File: src/design/fifo_bank_pkg.sv
package fifo_bank_pkg;

  // operation sent to one lane for a single cycle
  // encoding is {write, read}, so a rising pair maps straight onto it
  typedef enum logic [1:0]
  {
    op_idle  = 2'b00, // nothing to do
    op_read  = 2'b01, // pop oldest word
    op_write = 2'b10, // push din
    op_both  = 2'b11  // push and pop together
  } lane_op_t;

  // default sizing of the bank, overridden through the top level parameters
  localparam int default_addr_bits = 2; // 4 words per lane
  localparam int default_data_bits = 8; // one byte from the switches
  localparam int default_num_lanes = 4; // lanes picked by lane_sel

  // width of lane_sel and read_lane, kept at least one bit wide
  localparam int lane_index_bits =
    (default_num_lanes > 1) ? $clog2(default_num_lanes) : 1;

endpackage

File: src/design/command_decoder.sv
`timescale 1ns/10ps

module command_decoder
  import fifo_bank_pkg::*;
#(
  parameter int num_lanes = default_num_lanes
)
(
  input  logic                       clock,
  input  logic                       reset,
  input  logic                       wr_button,   // level from write push-button
  input  logic                       rd_button,   // level from read push-button
  input  logic [lane_index_bits-1:0] lane_sel,    // sampled with the buttons
  output lane_op_t                   lane_op [num_lanes],
  output logic [lane_index_bits-1:0] read_lane,   // lane of the last read press
  output logic                       read_strobe  // one cycle per read press
);

  logic     wr_prev;           // button level at the previous edge
  logic     rd_prev;
  logic     wr_rise;           // high only on the first sampled-high edge
  logic     rd_rise;
  lane_op_t rise_op;           // decoded operation for this edge
  logic [num_lanes-1:0] lane_busy; // non-idle lanes, for the check below

  assign wr_rise = wr_button & ~wr_prev; // held button gives one rise only
  assign rd_rise = rd_button & ~rd_prev;

  always_comb
  begin
    case ({wr_rise, rd_rise})
      2'b11:   rise_op = op_both;  // both rose at the same edge
      2'b10:   rise_op = op_write; // a held read does not count again
      2'b01:   rise_op = op_read;
      default: rise_op = op_idle;
    endcase
  end

  always_ff @(posedge clock or posedge reset)
  begin
    if (reset)
    begin
      wr_prev     <= 1'b0;
      rd_prev     <= 1'b0;
      read_lane   <= '0;
      read_strobe <= 1'b0;
      for (int i = 0; i < num_lanes; i++)
        lane_op[i] <= op_idle;
    end
    else
    begin
      wr_prev     <= wr_button;
      rd_prev     <= rd_button;
      read_strobe <= rd_rise;      // registered, so lines up with lane_op
      if (rd_rise)
        read_lane <= lane_sel;     // held until the next read press
      for (int i = 0; i < num_lanes; i++)
      begin
        // only the selected lane sees the operation, the rest stay idle
        if (lane_sel == lane_index_bits'(i))
          lane_op[i] <= rise_op;
        else
          lane_op[i] <= op_idle;
      end
    end
  end

  always_comb
  begin
    for (int i = 0; i < num_lanes; i++)
      lane_busy[i] = (lane_op[i] != op_idle);
  end

  // a single lane is addressed per press
  a_one_lane_busy: assert property (@(posedge clock) disable iff (reset)
    $onehot0(lane_busy));

endmodule

File: src/design/fifo_lane.sv
`timescale 1ns/10ps

module fifo_lane
  import fifo_bank_pkg::*;
#(
  parameter int addr_bits = default_addr_bits,
  parameter int data_bits = default_data_bits
)
(
  input  logic                 clock,
  input  logic                 reset,
  input  lane_op_t             op,        // one-cycle strobe from the decoder
  input  logic [data_bits-1:0] din,       // switch value, stored on a write
  output logic [data_bits-1:0] lane_data, // word from the last real pop
  output logic                 pop_done,  // one cycle after a real read
  output logic                 empty,
  output logic                 full
);

  localparam int depth = 2 ** addr_bits; // words held per lane

  logic [data_bits-1:0] mem [depth];     // word storage
  logic [addr_bits-1:0] wr_ptr;          // next slot to write
  logic [addr_bits-1:0] rd_ptr;          // oldest stored word
  logic [addr_bits-1:0] wr_succ;         // pointer after this write
  logic [addr_bits-1:0] rd_succ;         // pointer after this read
  logic                 do_write;        // write that really happens
  logic                 do_read;         // read that really happens

  assign wr_succ = wr_ptr + 1'b1;        // wraps at depth
  assign rd_succ = rd_ptr + 1'b1;

  // a full lane still accepts op_both since the pop frees the slot
  assign do_write = op[1] & (~full | op[0]);
  // empty lane drops the read, op_both there becomes write only
  assign do_read  = op[0] & ~empty;

  // storage and read port
  always_ff @(posedge clock)
  begin
    if (do_write)
      mem[wr_ptr] <= din;
    if (do_read)
      lane_data <= mem[rd_ptr];          // old word, even when wr_ptr == rd_ptr
  end

  // pointers and flags
  always_ff @(posedge clock or posedge reset)
  begin
    if (reset)
    begin
      wr_ptr   <= '0;
      rd_ptr   <= '0;
      empty    <= 1'b1;                  // lane starts empty
      full     <= 1'b0;
      pop_done <= 1'b0;
    end
    else
    begin
      pop_done <= do_read;
      if (do_write)
        wr_ptr <= wr_succ;
      if (do_read)
        rd_ptr <= rd_succ;
      case ({do_write, do_read})
        2'b10:                           // push only
        begin
          empty <= 1'b0;
          if (wr_succ == rd_ptr)
            full <= 1'b1;                // writer caught up with reader
        end
        2'b01:                           // pop only
        begin
          full <= 1'b0;
          if (rd_succ == wr_ptr)
            empty <= 1'b1;               // last word taken
        end
        default:
        begin
          // idle, or push and pop together with the count unchanged
          empty <= empty;
          full  <= full;
        end
      endcase
    end
  end

  a_flags_exclusive: assert property (@(posedge clock) disable iff (reset)
    !(full && empty));

  // equal pointers without full mean no word is stored, so no pop may follow
  a_no_pop_when_empty: assert property (@(posedge clock) disable iff (reset)
    (op[0] && (rd_ptr == wr_ptr) && !full) |=> !pop_done);

endmodule

File: src/design/read_collector.sv
`timescale 1ns/10ps

module read_collector
  import fifo_bank_pkg::*;
#(
  parameter int data_bits = default_data_bits,
  parameter int num_lanes = default_num_lanes
)
(
  input  logic                                 clock,
  input  logic                                 reset,
  input  logic [lane_index_bits-1:0]           read_lane,     // from the decoder
  input  logic [num_lanes-1:0][data_bits-1:0]  lane_data_all, // read port of every lane
  input  logic [num_lanes-1:0]                 pop_done_all,
  input  logic [num_lanes-1:0]                 empty_all,
  input  logic [num_lanes-1:0]                 full_all,
  output logic [data_bits-1:0]                 data_out,      // held until next pop
  output logic [num_lanes-1:0]                 empty_flags,
  output logic [num_lanes-1:0]                 full_flags,
  output logic                                 any_full,      // alarm lamp
  output logic                                 ready_led      // lit once out of reset
);

  always_ff @(posedge clock or posedge reset)
  begin
    if (reset)
    begin
      data_out    <= '0;
      empty_flags <= '1;                 // all lanes empty after reset
      full_flags  <= '0;
      any_full    <= 1'b0;
      ready_led   <= 1'b0;
    end
    else
    begin
      // read_lane is still valid here, a new read press cannot land earlier
      if (pop_done_all[read_lane])
        data_out <= lane_data_all[read_lane];
      empty_flags <= empty_all;
      full_flags  <= full_all;
      any_full    <= |full_all;          // any lane full lights the alarm
      ready_led   <= 1'b1;
    end
  end

  a_single_pop: assert property (@(posedge clock) disable iff (reset)
    $onehot0(pop_done_all));

  // the lane that popped is the one the decoder recorded for the read
  a_pop_from_read_lane: assert property (@(posedge clock) disable iff (reset)
    (|pop_done_all) |-> pop_done_all[read_lane]);

endmodule

File: src/design/button_fifo_bank.sv
`timescale 1ns/10ps

module button_fifo_bank
  import fifo_bank_pkg::*;
#(
  parameter int addr_bits = default_addr_bits,
  parameter int data_bits = default_data_bits,
  parameter int num_lanes = default_num_lanes
)
(
  input  logic                       clock,
  input  logic                       reset,
  input  logic                       wr_button,
  input  logic                       rd_button,
  input  logic [lane_index_bits-1:0] lane_sel,
  input  logic [data_bits-1:0]       din,
  output logic [data_bits-1:0]       data_out,
  output logic [num_lanes-1:0]       empty_flags,
  output logic [num_lanes-1:0]       full_flags,
  output logic                       any_full,
  output logic                       ready_led
);

  lane_op_t                           lane_op [num_lanes]; // per-lane strobes
  logic [lane_index_bits-1:0]         read_lane;
  logic [num_lanes-1:0][data_bits-1:0] lane_data_all;      // read ports, lane order
  logic [num_lanes-1:0]               pop_done_all;
  logic [num_lanes-1:0]               empty_all;
  logic [num_lanes-1:0]               full_all;

  command_decoder #(
    .num_lanes   (num_lanes)
  ) i_decoder (
    .clock       (clock),
    .reset       (reset),
    .wr_button   (wr_button),
    .rd_button   (rd_button),
    .lane_sel    (lane_sel),
    .lane_op     (lane_op),
    .read_lane   (read_lane),
    .read_strobe ()            // collector keys on pop_done instead
  );

  for (genvar i = 0; i < num_lanes; i++)
  begin : g_lane
    fifo_lane #(
      .addr_bits (addr_bits),
      .data_bits (data_bits)
    ) i_lane (
      .clock     (clock),
      .reset     (reset),
      .op        (lane_op[i]),
      .din       (din),        // shared, only the strobed lane stores it
      .lane_data (lane_data_all[i]),
      .pop_done  (pop_done_all[i]),
      .empty     (empty_all[i]),
      .full      (full_all[i])
    );
  end

  read_collector #(
    .data_bits     (data_bits),
    .num_lanes     (num_lanes)
  ) i_collector (
    .clock         (clock),
    .reset         (reset),
    .read_lane     (read_lane),
    .lane_data_all (lane_data_all),
    .pop_done_all  (pop_done_all),
    .empty_all     (empty_all),
    .full_all      (full_all),
    .data_out      (data_out),
    .empty_flags   (empty_flags),
    .full_flags    (full_flags),
    .any_full      (any_full),
    .ready_led     (ready_led)
  );

endmodule

File: config.mk
export PLATFORM = sky130hd
export DESIGN_NAME = button_fifo_bank
export DESIGN_NICKNAME = d
export VERILOG_FILES = /design/src/design/fifo_bank_pkg.sv /design/src/design/command_decoder.sv /design/src/design/fifo_lane.sv /design/src/design/read_collector.sv /design/src/design/button_fifo_bank.sv
export SDC_FILE = /design/constraint.sdc
export NUM_CORES = 1
export LEC_CHECK = 0
export BUFFER_PORTS_ARGS = -buffer_cell sky130_fd_sc_hd__buf_2
export CAP_MARGIN = 20
export CORE_MARGIN = 5
export CORE_UTILIZATION = 40
export CTS_CLUSTER_SIZE = 10
export DETAILED_ROUTE_END_ITERATION = 16
export PLACE_DENSITY_LB_ADDON = 0.08
export SYNTH_ARGS = -nofsm -noshare
export SYNTH_HDL_FRONTEND = slang
export SYNTH_HIERARCHICAL = 1
export SYNTH_SLANG_ARGS = --single-unit
File: constraint.sdc
create_clock -name clock -period 3.6 [get_ports clock]
set_input_delay 0.54 -clock clock [delete_from_list [all_inputs] [get_ports clock]]
set_output_delay 0.54 -clock clock [all_outputs]
set_load 0.01 [all_outputs]
==> results of run 1 <==
## per-stage QoR
stage | area, sq um | cells
floorplan | 8450 | 414
global placement | 8840 | 708
detailed placement | 8840 | 708
CTS | 9600 | 756
global route | 9600 | 756
finish | 9600 | 756
## metal layers
metal,up-vias,global-route usage [%],wire [um]
met5,-,0,0
met4,0,3.42,209
met3,17,2.64,655
met2,62,22.7,8000
met1,1922,20.0,7900
li1,1690,-,-
## flip-flops by register name, summed over array words and instances (netlist names), 2 cells and up
| name | flops |
|---|---|
| g_lane.i_lane/empty | 4 |
| g_lane.i_lane/full | 4 |
| g_lane.i_lane/lane_data | 32 |
| g_lane.i_lane/mem | 128 |
| g_lane.i_lane/pop_done | 4 |
| g_lane.i_lane/rd_ptr | 8 |
| g_lane.i_lane/wr_ptr | 8 |
| i_collector/data_out | 8 |
| i_collector/empty_flags | 4 |
| i_collector/full_flags | 4 |
| i_decoder/lane_op | 8 |
| i_decoder/read_lane | 2 |
## how the worst min path moves through the flow
stage / start / endpoint / slack [ps]
after CTS: reset / g_lane[1].i_lane/wr_ptr[1]$_DFFE_PP0P_ / 50
final: reset / g_lane[2].i_lane/pop_done$_DFF_PP0_ / 70
after global routing: reset / g_lane[1].i_lane/full$_DFFE_PP0P_ / 70
after global placement: g_lane[0].i_lane/empty$_DFFE_PP1P_ / i_collector/empty_flags[0]$_DFF_PP1_ / 360
after detailed placement: g_lane[0].i_lane/empty$_DFFE_PP1P_ / i_collector/empty_flags[0]$_DFF_PP1_ / 360
after floorplan: reset / g_lane[0].i_lane/full$_DFFE_PP0P_ / 340
## layout make-up
type	count	share of cell area (%)
clock buffers	46	7.78
clock inverters	2	0.117
inverters	22	0.860
multi-input cells	162	20.8
flip-flops and latches	218	65.3
well taps	275	3.58
repair buffers	31	1.62
## power by group through the flow
stage	clock network, mW	logic (mW)	registers, mW
6_report	2.33	1.17	3.49
5_1_grt	2.51	1.30	3.56
4_1_cts	2.41	1.19	3.52
3_5_place_dp	0	1.19	3.56
3_3_place_gp	0	1.16	3.56
2_1_floorplan	0	1.09	3.31
## worst reg2reg max path, stage by stage, from the launching register on
cell	delay [ps]
dfrtp_1	610
mux4_2	730
mux2_4	350
==> flow_metrics.py, run 1 <==
metrics = {
    "global_routing": {
        "grt_pass1_vias": 3929,
        "grt_usage_pct": 14.1,
        "grt_overflow_total": 0,
        "grt_pass1_wl_um": 25000,
        "grt_max_degree": 19,
        "antenna_found_initial": 0,
    },
    "routing": {
        "postRouteAntennaNets": 0,
        "wl_per_cell_um": 22.2,
        "drc": 0,
        "first_pass_iters": 4,
        "drt-initial-drc-count": 212,
        "totalWireLength_um": 16800,
        "vias": 3691,
        "viasPerCell": 4.88,
    },
    "timing": {
        "skew_ps": 9.72,
        "fmax_mhz": 556,
        "setup_ws_ps": 1800,
        "slew_viol_final": 0,
        "setup_viol": 0,
        "finalCriticalPeriod_ps": 1800,
        "hold_viol_final": 0,
        "tns_ps": 0,
        "relSlewSlack_pct": 37.2,
        "fin_crit_sh_pct": 50.0,
        "worst_pin_slew_ps": 941,
        "rsz0062_at_grt": "false",
        "hold_ws_ps": 71.9,
    },
    "synth": {
        "synth_nets": 444,
        "syn_area_sq_um": 8450,
        "avgSynthCellArea_sq_um": 20.4,
        "synthCells": 414,
        "ys.warnings.count": 6,
    },
    "layout": {
        "diodes": 0,
        "final_net_count": 491,
        "areaGrowthSynthToFinish_pct": 13.7,
        "final_layout_size_suffix_gt1_share_pct": 22.2,
        "multi_input_area_sq_um": 1990,
        "fillers": 1802,
        "final_core_util_pct": 46.0,
        "mostFrequentLayoutCell": "edfxtp_1",
        "seqCellArea_sq_um": 6270,
        "final_cell_mix": "edfxtp_1 (160), dfrtp_1 (50), buf_2 (31), clkbuf_16 (27), mux4_2 (25)",
    },
    "power_and_ir_drop": {
        "p_int_mw": 5.17,
        "power_switching_mw": 1.83,
        "sequentialPowerShare_pct": 49.9,
        "vdd_ir_drop_max_mv": 0.364,
        "leakagePower_nw": 3.50,
        "p_comb_share_pct": 16.8,
        "power_mw": 7.00,
        "pwr-share-clk_pct": 33.3,
        "p_per_area_nw_per_um2": 729,
        "power.switching_fraction_pct": 26.1,
    },
    "placed_design": {
        "post-place-ws_ps": 1800,
        "io_buffers": 31,
        "place_hpwl_um": 11000,
        "place_congestion": 0.762,
    },
    "critical_path": {
        "ff2ff_setup_slack_ps": 1800,
        "end_kind": "flip-flop",
        "critPathLaunchType": "flip-flop",
        "cp.depth": 2,
        "worst-path-buf-inv": 0,
        "worstPathCellList": "mux4_2, mux2_4",
        "worstSetupPathType": "flip-flop to flip-flop",
        "cp_slowest_stage_delay_ps": 720,
        "r2r_end": "i_collector/data_out[2]$_DFFE_PP0P_",
        "cp-endpoint": "i_collector/data_out[2]$_DFFE_PP0P_",
        "required_ps": 3990,
        "path_max_fanout": 10,
        "crit_path_start": "i_decoder/read_lane[0]$_DFFE_PP0P_",
        "r2r_cells": 2,
        "cpLargestDelayFamily": "multiplexers",
        "slowest_stage": "mux4_2",
        "worstPathArrival_ps": 2190,
        "timing.rr.start": "i_decoder/read_lane[0]$_DFFE_PP0P_",
    },
    "die": {
        "die_h_um": 155,
        "die-area_sq_um": 24100,
        "die_x_um": 155,
        "floorplan.initialDensity_pct": 40.4,
        "num_io_pins": 32,
        "coreArea_sq_um": 20900,
        "num_rows": 53,
    },
    "flow_run": {
        "maxCapViolations": 0,
    },
    "outcome": {
        "status": "complete, no violations",
    },
    "cts": {
        "cts_sinks": 218,
        "post_cts.repair.setup_buffers": 0,
        "path_clk_slew_ps": 60,
        "cts_root_buf": "clkbuf_16",
        "cts_tree": "done",
        "ctsHoldBuffers": 0,
        "insertion_delay_ps": 510,
        "cts-buffers-inserted": 26,
        "h-tree-depth": 1,
        "clock_path_buffers": 3,
        "ctsResizeCount": 0,
    },
    "min_path": {
        "hold_path_class": "input port to async pin",
    },
}
Note: power is estimated with default switching activity, not from simulation.
==> run 2, diff against run 1 <==
--- a/config.mk
+++ b/config.mk
@@ -5,6 +5,7 @@
 export SDC_FILE = /design/constraint.sdc
 export NUM_CORES = 1
 export LEC_CHECK = 0
+export ABC_AREA = 1
 export BUFFER_PORTS_ARGS = -buffer_cell sky130_fd_sc_hd__buf_2
 export CAP_MARGIN = 20
 export CORE_MARGIN = 5
==> constraint.sdc (replaced) <==
create_clock -name clock -period 1.7 [get_ports clock]
set_input_delay 0.255 -clock clock [delete_from_list [all_inputs] [get_ports clock]]
set_output_delay 0.255 -clock clock [all_outputs]
set_load 0.01 [all_outputs]
==> run 2 against run 1 <==
  * Count of clock-buffer cells in the layout rose by 1
  * Largest power group unchanged
  * Non-clock buffer count rose by 26
  * Cell count rose by 49%
  * Wire length rose by 19%
  * Synthesized cell count rose by 85%
  * Critical endpoint is now g_lane[3].i_lane/lane_data[4]$_DFFE_PP_
  * Utilization rose by 0.67 points
==> flow_metrics.py, run 2 <==
metrics = {
    "layout": {
        "areaGrowthSynthToFinish_pct": 14.2,
        "final_cell_mix": "edfxtp_1 (160), nand2_1 (150), nor2_1 (102), inv_1 (81), o21ai_0 (64)",
        "final_net_count": 857,
        "final_layout_size_suffix_gt1_share_pct": 14.8,
        "mostFrequentLayoutCell": "edfxtp_1",
        "diodes": 0,
        "largest-register": "g_lane.i_lane/mem",
        "top_regs": "g_lane.i_lane/mem x128, g_lane.i_lane/lane_data x32",
        "fillers": 2032,
        "largest_reg_flops": 128,
        "final_core_util_pct": 46.6,
    },
    "cts": {
        "insertion_delay_ps": 510,
        "path_clk_slew_ps": 50,
        "post_cts.repair.setup_buffers": 0,
        "cts-buffers-inserted": 26,
        "h-tree-depth": 1,
        "clock_path_buffers": 3,
        "cts_root_buf": "clkbuf_16",
        "cts_sinks": 218,
        "cts_tree": "done",
    },
    "critical_path": {
        "end_kind": "flip-flop",
        "path_max_fanout": 12,
        "timing.rr.start": "g_lane[3].i_lane/rd_ptr[1]$_DFFE_PP0P_",
        "r2r_cells": 3,
        "r2r_end": "g_lane[3].i_lane/lane_data[4]$_DFFE_PP_",
        "ff2ff_setup_slack_ps": 220,
        "cp-endpoint": "g_lane[3].i_lane/lane_data[4]$_DFFE_PP_",
        "worstPathArrival_ps": 1790,
        "required_ps": 2010,
        "crit_path_start": "g_lane[3].i_lane/rd_ptr[1]$_DFFE_PP0P_",
        "worstSetupPathType": "flip-flop to flip-flop",
        "critPathLaunchType": "flip-flop",
    },
    "power_and_ir_drop": {
        "p_comb_share_pct": 22.9,
        "p_per_area_nw_per_um2": 1530,
        "pwr-share-clk_pct": 32.0,
        "power_switching_mw": 4.93,
        "vdd_ir_drop_max_mv": 0.618,
        "p_int_mw": 10.7,
        "leakagePower_nw": 4.18,
        "sequentialPowerShare_pct": 45.1,
        "power.switching_fraction_pct": 31.5,
        "power_mw": 15.6,
    },
    "timing": {
        "finalCriticalPeriod_ps": 1480,
        "skew_ps": 10.4,
        "fin_crit_sh_pct": 87.2,
        "setup_ws_ps": 217,
        "slew_viol_final": 0,
        "setup_viol": 0,
        "tns_ps": 0,
        "fmax_mhz": 674,
        "rsz0062_at_grt": "false",
        "hold_viol_final": 0,
    },
    "synth": {
        "syn_area_sq_um": 8940,
        "synthCells": 766,
        "ys.warnings.count": 6,
        "avgSynthCellArea_sq_um": 11.7,
        "synth_nets": 796,
    },
    "routing": {
        "totalWireLength_um": 20000,
        "viasPerCell": 4.94,
        "drt-initial-drc-count": 389,
        "first_pass_iters": 5,
        "drc": 0,
        "wl_per_cell_um": 17.7,
        "postRouteAntennaNets": 0,
        "vias": 5571,
    },
    "flow_run": {
        "maxCapViolations": 0,
    },
    "min_path": {
        "hold_path_class": "input port to flip-flop",
    },
    "die": {
        "num_rows": 54,
        "die_x_um": 159,
        "die_h_um": 159,
        "die-area_sq_um": 25400,
        "num_io_pins": 32,
        "floorplan.initialDensity_pct": 40.8,
        "coreArea_sq_um": 21900,
    },
    "global_routing": {
        "grt_pass1_vias": 5799,
        "grt_usage_pct": 15.6,
        "antenna_found_initial": 0,
        "grt_max_degree": 22,
        "grt_overflow_total": 0,
        "grt_pass1_wl_um": 32000,
    },
    "placed_design": {
        "post-place-ws_ps": 155,
        "io_buffers": 31,
        "place_hpwl_um": 13400,
        "place_congestion": 0.811,
    },
    "outcome": {
        "status": "complete, no violations",
    },
}
## run 2: cell types whose count changed in the layout (fill, tap and decap cells not counted), sizes merged, moves of 20 or more
cell,before,now
buf,31,54
o21ai,8,72
mux4,41,0
o22ai,0,32
nand2,5,169
nand3,0,32
nor2,10,106
inv,22,88
xnor2,20,0
## run 2: through the flow
stage          hold WS (ps)  instances  instance area [sq um]
3_5_place_dp            320       1076                   9400
2_1_floorplan          57.7        766                   8940
3_3_place_gp            312       1076                   9400
5_1_grt                35.4       1127                  10200
4_1_cts                4.85       1127                  10200
6_report               35.4       1127                  10200
## run 2: critical path, stage by stage (launching register included)
cell,delay (ps)
dfrtp_1,510
inv_1,360
o21ai_0,170
o22ai_1,240
## run 2: worst min-delay path by stage
stage	from	end	slack [ps]	cells past startpoint
finish	lane_sel[0]	i_decoder/lane_op[0]$_DFF_PP0_	40	3
global placement	reset	g_lane[0].i_lane/pop_done$_DFF_PP0_	310	2
CTS	lane_sel[0]	i_decoder/lane_op[0]$_DFF_PP0_	5	3
global route	lane_sel[0]	i_decoder/lane_op[0]$_DFF_PP0_	40	3
floorplan	reset	g_lane[0].i_lane/full$_DFFE_PP0P_	60	1
detailed placement	reset	g_lane[2].i_lane/pop_done$_DFF_PP0_	320	2
## run 2: power by group through the flow
stage | logic [mW] | clock network [mW] | registers [mW]
2_1_floorplan | 2.89 | 0 | 6.95
6_report | 3.58 | 5.00 | 7.05
4_1_cts | 3.63 | 5.16 | 7.05
3_5_place_dp | 3.61 | 0 | 7.15
3_3_place_gp | 3.56 | 0 | 7.14
5_1_grt | 4.09 | 5.37 | 7.15
## run 2: area by class of cell
| class | count | area, sq um | area share (%) |
|---|---|---|---|
| well taps | 280 | 350 | 3.43 |
| repair buffers | 57 | 358 | 3.51 |
| multi-input cells | 436 | 2120 | 20.8 |
| flip-flops and latches | 218 | 6270 | 61.4 |
| inverters | 88 | 338 | 3.31 |
| clock inverters | 1 | 3.75 | 0.0368 |
| clock buffers | 47 | 771 | 7.55 |
## run 2: what timing repair did
item	in CTS	in global routing
hold endpoints to repair	53	0
resized for setup	0	1
endpoints found under the setup margin	0	5
hold buffers	3	0
## run 2: per-layer routing
layer  part of all wire, %  global-route usage [%]  vias up
met4                   1.5                    3.64        0
met5                     0                       0        -
met3                   4.1                    2.51       30
met1                    48                    23.0     2750
li1                      -                       -     2674
met2                    46                    24.5      117
==> run 3, diff against run 2 <==
--- a/config.mk
+++ b/config.mk
@@ -8,6 +8,7 @@
 export ABC_AREA = 1
 export BUFFER_PORTS_ARGS = -buffer_cell sky130_fd_sc_hd__buf_2
 export CAP_MARGIN = 20
+export CORE_ASPECT_RATIO = 0.5
 export CORE_MARGIN = 5
 export CORE_UTILIZATION = 40
 export CTS_CLUSTER_SIZE = 10
==> run 3 against run 2 <==
  * Sequential cell count did not move
  * Largest cell class unchanged
  * Sequential power fell by 2%
  * Critical endpoint is now empty_flags[0]
  * Count of clock-buffer cells in the layout fell by 2
  * Cell count rose by 2.0%
  * Setup slack improved by 86 ps
  * Clock skew fell by 1.6 ps
  * Via count fell by 1.8%
  * Sequential share of layout area barely moved
==> flow_metrics.py, run 3 (synthesis gave the netlist of run 2 again) <==
metrics = {
    "outcome": {
        "status": "complete, no violations",
    },
    "critical_path": {
        "end_kind": "primary output",
        "worstSetupPathType": "flip-flop to primary output",
        "ff2ff_setup_slack_ps": 330,
        "slowest_stage": "dfstp_2",
        "path_max_fanout": 1,
        "worstPathArrival_ps": 1140,
        "r2r_cells": 5,
        "cpLargestDelayFamily": "flip-flops",
        "timing.rr.start": "g_lane[2].i_lane/wr_ptr[0]$_DFFE_PP0P_",
        "r2r_end": "g_lane[2].i_lane/mem[2][5]$_DFFE_PP_",
        "worst-path-buf-inv": 1,
        "worstPathCellList": "buf_2",
        "critPathLaunchType": "flip-flop",
        "required_ps": 1440,
        "cp_slowest_stage_delay_ps": 520,
    },
    "timing": {
        "fin_crit_sh_pct": 82.2,
        "setup_viol": 0,
        "tns_ps": 0,
        "slew_viol_final": 0,
        "skew_ps": 8.80,
        "fmax_mhz": 716,
        "finalCriticalPeriod_ps": 1400,
        "rsz0062_at_grt": "false",
        "worst_pin_slew_ps": 580,
        "hold_viol_final": 0,
        "relSlewSlack_pct": 61.3,
        "hold_ws_ps": 38.2,
    },
    "placed_design": {
        "dpl.cell_count": 1101,
        "place_hpwl_um": 13300,
        "io_buffers": 31,
        "place_congestion": 0.819,
    },
    "layout": {
        "final_layout_size_suffix_gt1_share_pct": 14.9,
        "top_regs": "g_lane.i_lane/mem x128, g_lane.i_lane/lane_data x32",
        "largest-register": "g_lane.i_lane/mem",
        "multi_input_area_sq_um": 2120,
        "largest_reg_flops": 128,
        "areaGrowthSynthToFinish_pct": 14.3,
        "seqCellArea_sq_um": 6270,
        "final_core_util_pct": 46.8,
        "final_cell_mix": "edfxtp_1 (160), nand2_1 (150), nor2_1 (102), inv_1 (81), o21ai_0 (64)",
        "fin_cells": 1150,
        "diodes": 0,
        "final_net_count": 861,
        "fillers": 2018,
        "mostFrequentLayoutCell": "edfxtp_1",
    },
    "cts": {
        "clock_path_buffers": 3,
        "ctsHoldBuffers": 3,
        "path_clk_slew_ps": 60,
        "insertion_delay_ps": 510,
        "post_cts.repair.setup_buffers": 0,
        "cts_tree": "done",
        "cts-buffers-inserted": 25,
        "h-tree-depth": 1,
        "cts_sinks": 218,
        "ctsResizeCount": 0,
        "cts_root_buf": "clkbuf_16",
    },
    "min_path": {
        "whs_path_depth": 3,
        "worstHoldStart": "lane_sel[1]",
        "hold_end": "i_decoder/read_lane[1]$_DFFE_PP0P_",
        "hold_path_class": "input port to flip-flop",
    },
    "global_routing": {
        "grt_max_degree": 21,
        "grt_pass1_wl_um": 30900,
        "antenna_found_initial": 1,
        "grt_overflow_total": 0,
        "grt_usage_pct": 15.5,
        "grt_pass1_vias": 5367,
    },
    "routing": {
        "viasPerCell": 4.76,
        "vias": 5470,
        "totalWireLength_um": 19700,
        "wl_per_cell_um": 17.1,
        "drt-initial-drc-count": 407,
        "drc": 0,
        "postRouteAntennaNets": 0,
        "first_pass_iters": 5,
    },
    "die": {
        "coreArea_sq_um": 21800,
        "num_io_pins": 32,
        "floorplan.initialDensity_pct": 41.0,
        "die_h_um": 116,
        "num_rows": 38,
        "die_x_um": 221,
        "die-area_sq_um": 25600,
    },
    "power_and_ir_drop": {
        "p_per_area_nw_per_um2": 1520,
        "vdd_ir_drop_max_mv": 0.502,
        "leakagePower_nw": 4.18,
    },
    "flow_run": {
        "maxCapViolations": 0,
    },
}
-- run 3: worst max path at each step --
stage                                           startpoint                              endpoint  slack, ps  depth (start not counted)
finish                i_collector/empty_flags[0]$_DFF_PP1_                        empty_flags[0]        300                          1
global route        g_lane[2].i_lane/wr_ptr[0]$_DFFE_PP0P_  g_lane[2].i_lane/mem[2][1]$_DFFE_PP_        240                          5
CTS                   i_collector/empty_flags[0]$_DFF_PP1_                        empty_flags[0]        270                          1
detailed placement  g_lane[2].i_lane/wr_ptr[0]$_DFFE_PP0P_  g_lane[2].i_lane/mem[2][3]$_DFFE_PP_        370                          5
global placement    g_lane[1].i_lane/wr_ptr[0]$_DFFE_PP0P_  g_lane[1].i_lane/mem[2][7]$_DFFE_PP_        370                          5
floorplan           g_lane[1].i_lane/wr_ptr[0]$_DFFE_PP0P_  g_lane[1].i_lane/mem[2][0]$_DFFE_PP_        260                          4
-- run 3: stage by stage --
stage               instance area [sq um]  worst slack (ps)  power (mW)
global placement                     9460               367        10.9
finish                              10200               303        15.6
floorplan                            8940               260        9.84
global route                        10200               242        16.6
detailed placement                   9460               375        10.9
CTS                                 10200               271        15.8
-- run 3: area by class of cell --
| class | count | area share [%] |
|---|---|---|
| Clock buffer | 45 | 6.96 |
| Timing Repair Buffer | 62 | 3.87 |
| Tap cell | 300 | 3.68 |
| Multi-Input combinational cell | 436 | 20.8 |
| Sequential cell | 218 | 61.4 |
| Clock inverter | 1 | 0.0858 |
| Inverter | 88 | 3.31 |
-- run 3: report_power, final --
part	switching, mW	internal [mW]	leakage, nW	total (mW)
logic	2.62	1.28	1.67	3.90
registers	0.395	6.48	2.17	6.88
clock network	1.98	2.80	0.342	4.78
-- run 3: routing by layer --
| layer | routed length, um | GRT usage, % | vias up |
|---|---|---|---|
| met1 | 9890 | 23.8 | 2618 |
| met5 | 7 | 0 | - |
| li1 | - | - | 2686 |
| met4 | 309 | 3.47 | 2 |
| met3 | 1230 | 3.52 | 31 |
| met2 | 8270 | 22.8 | 133 |
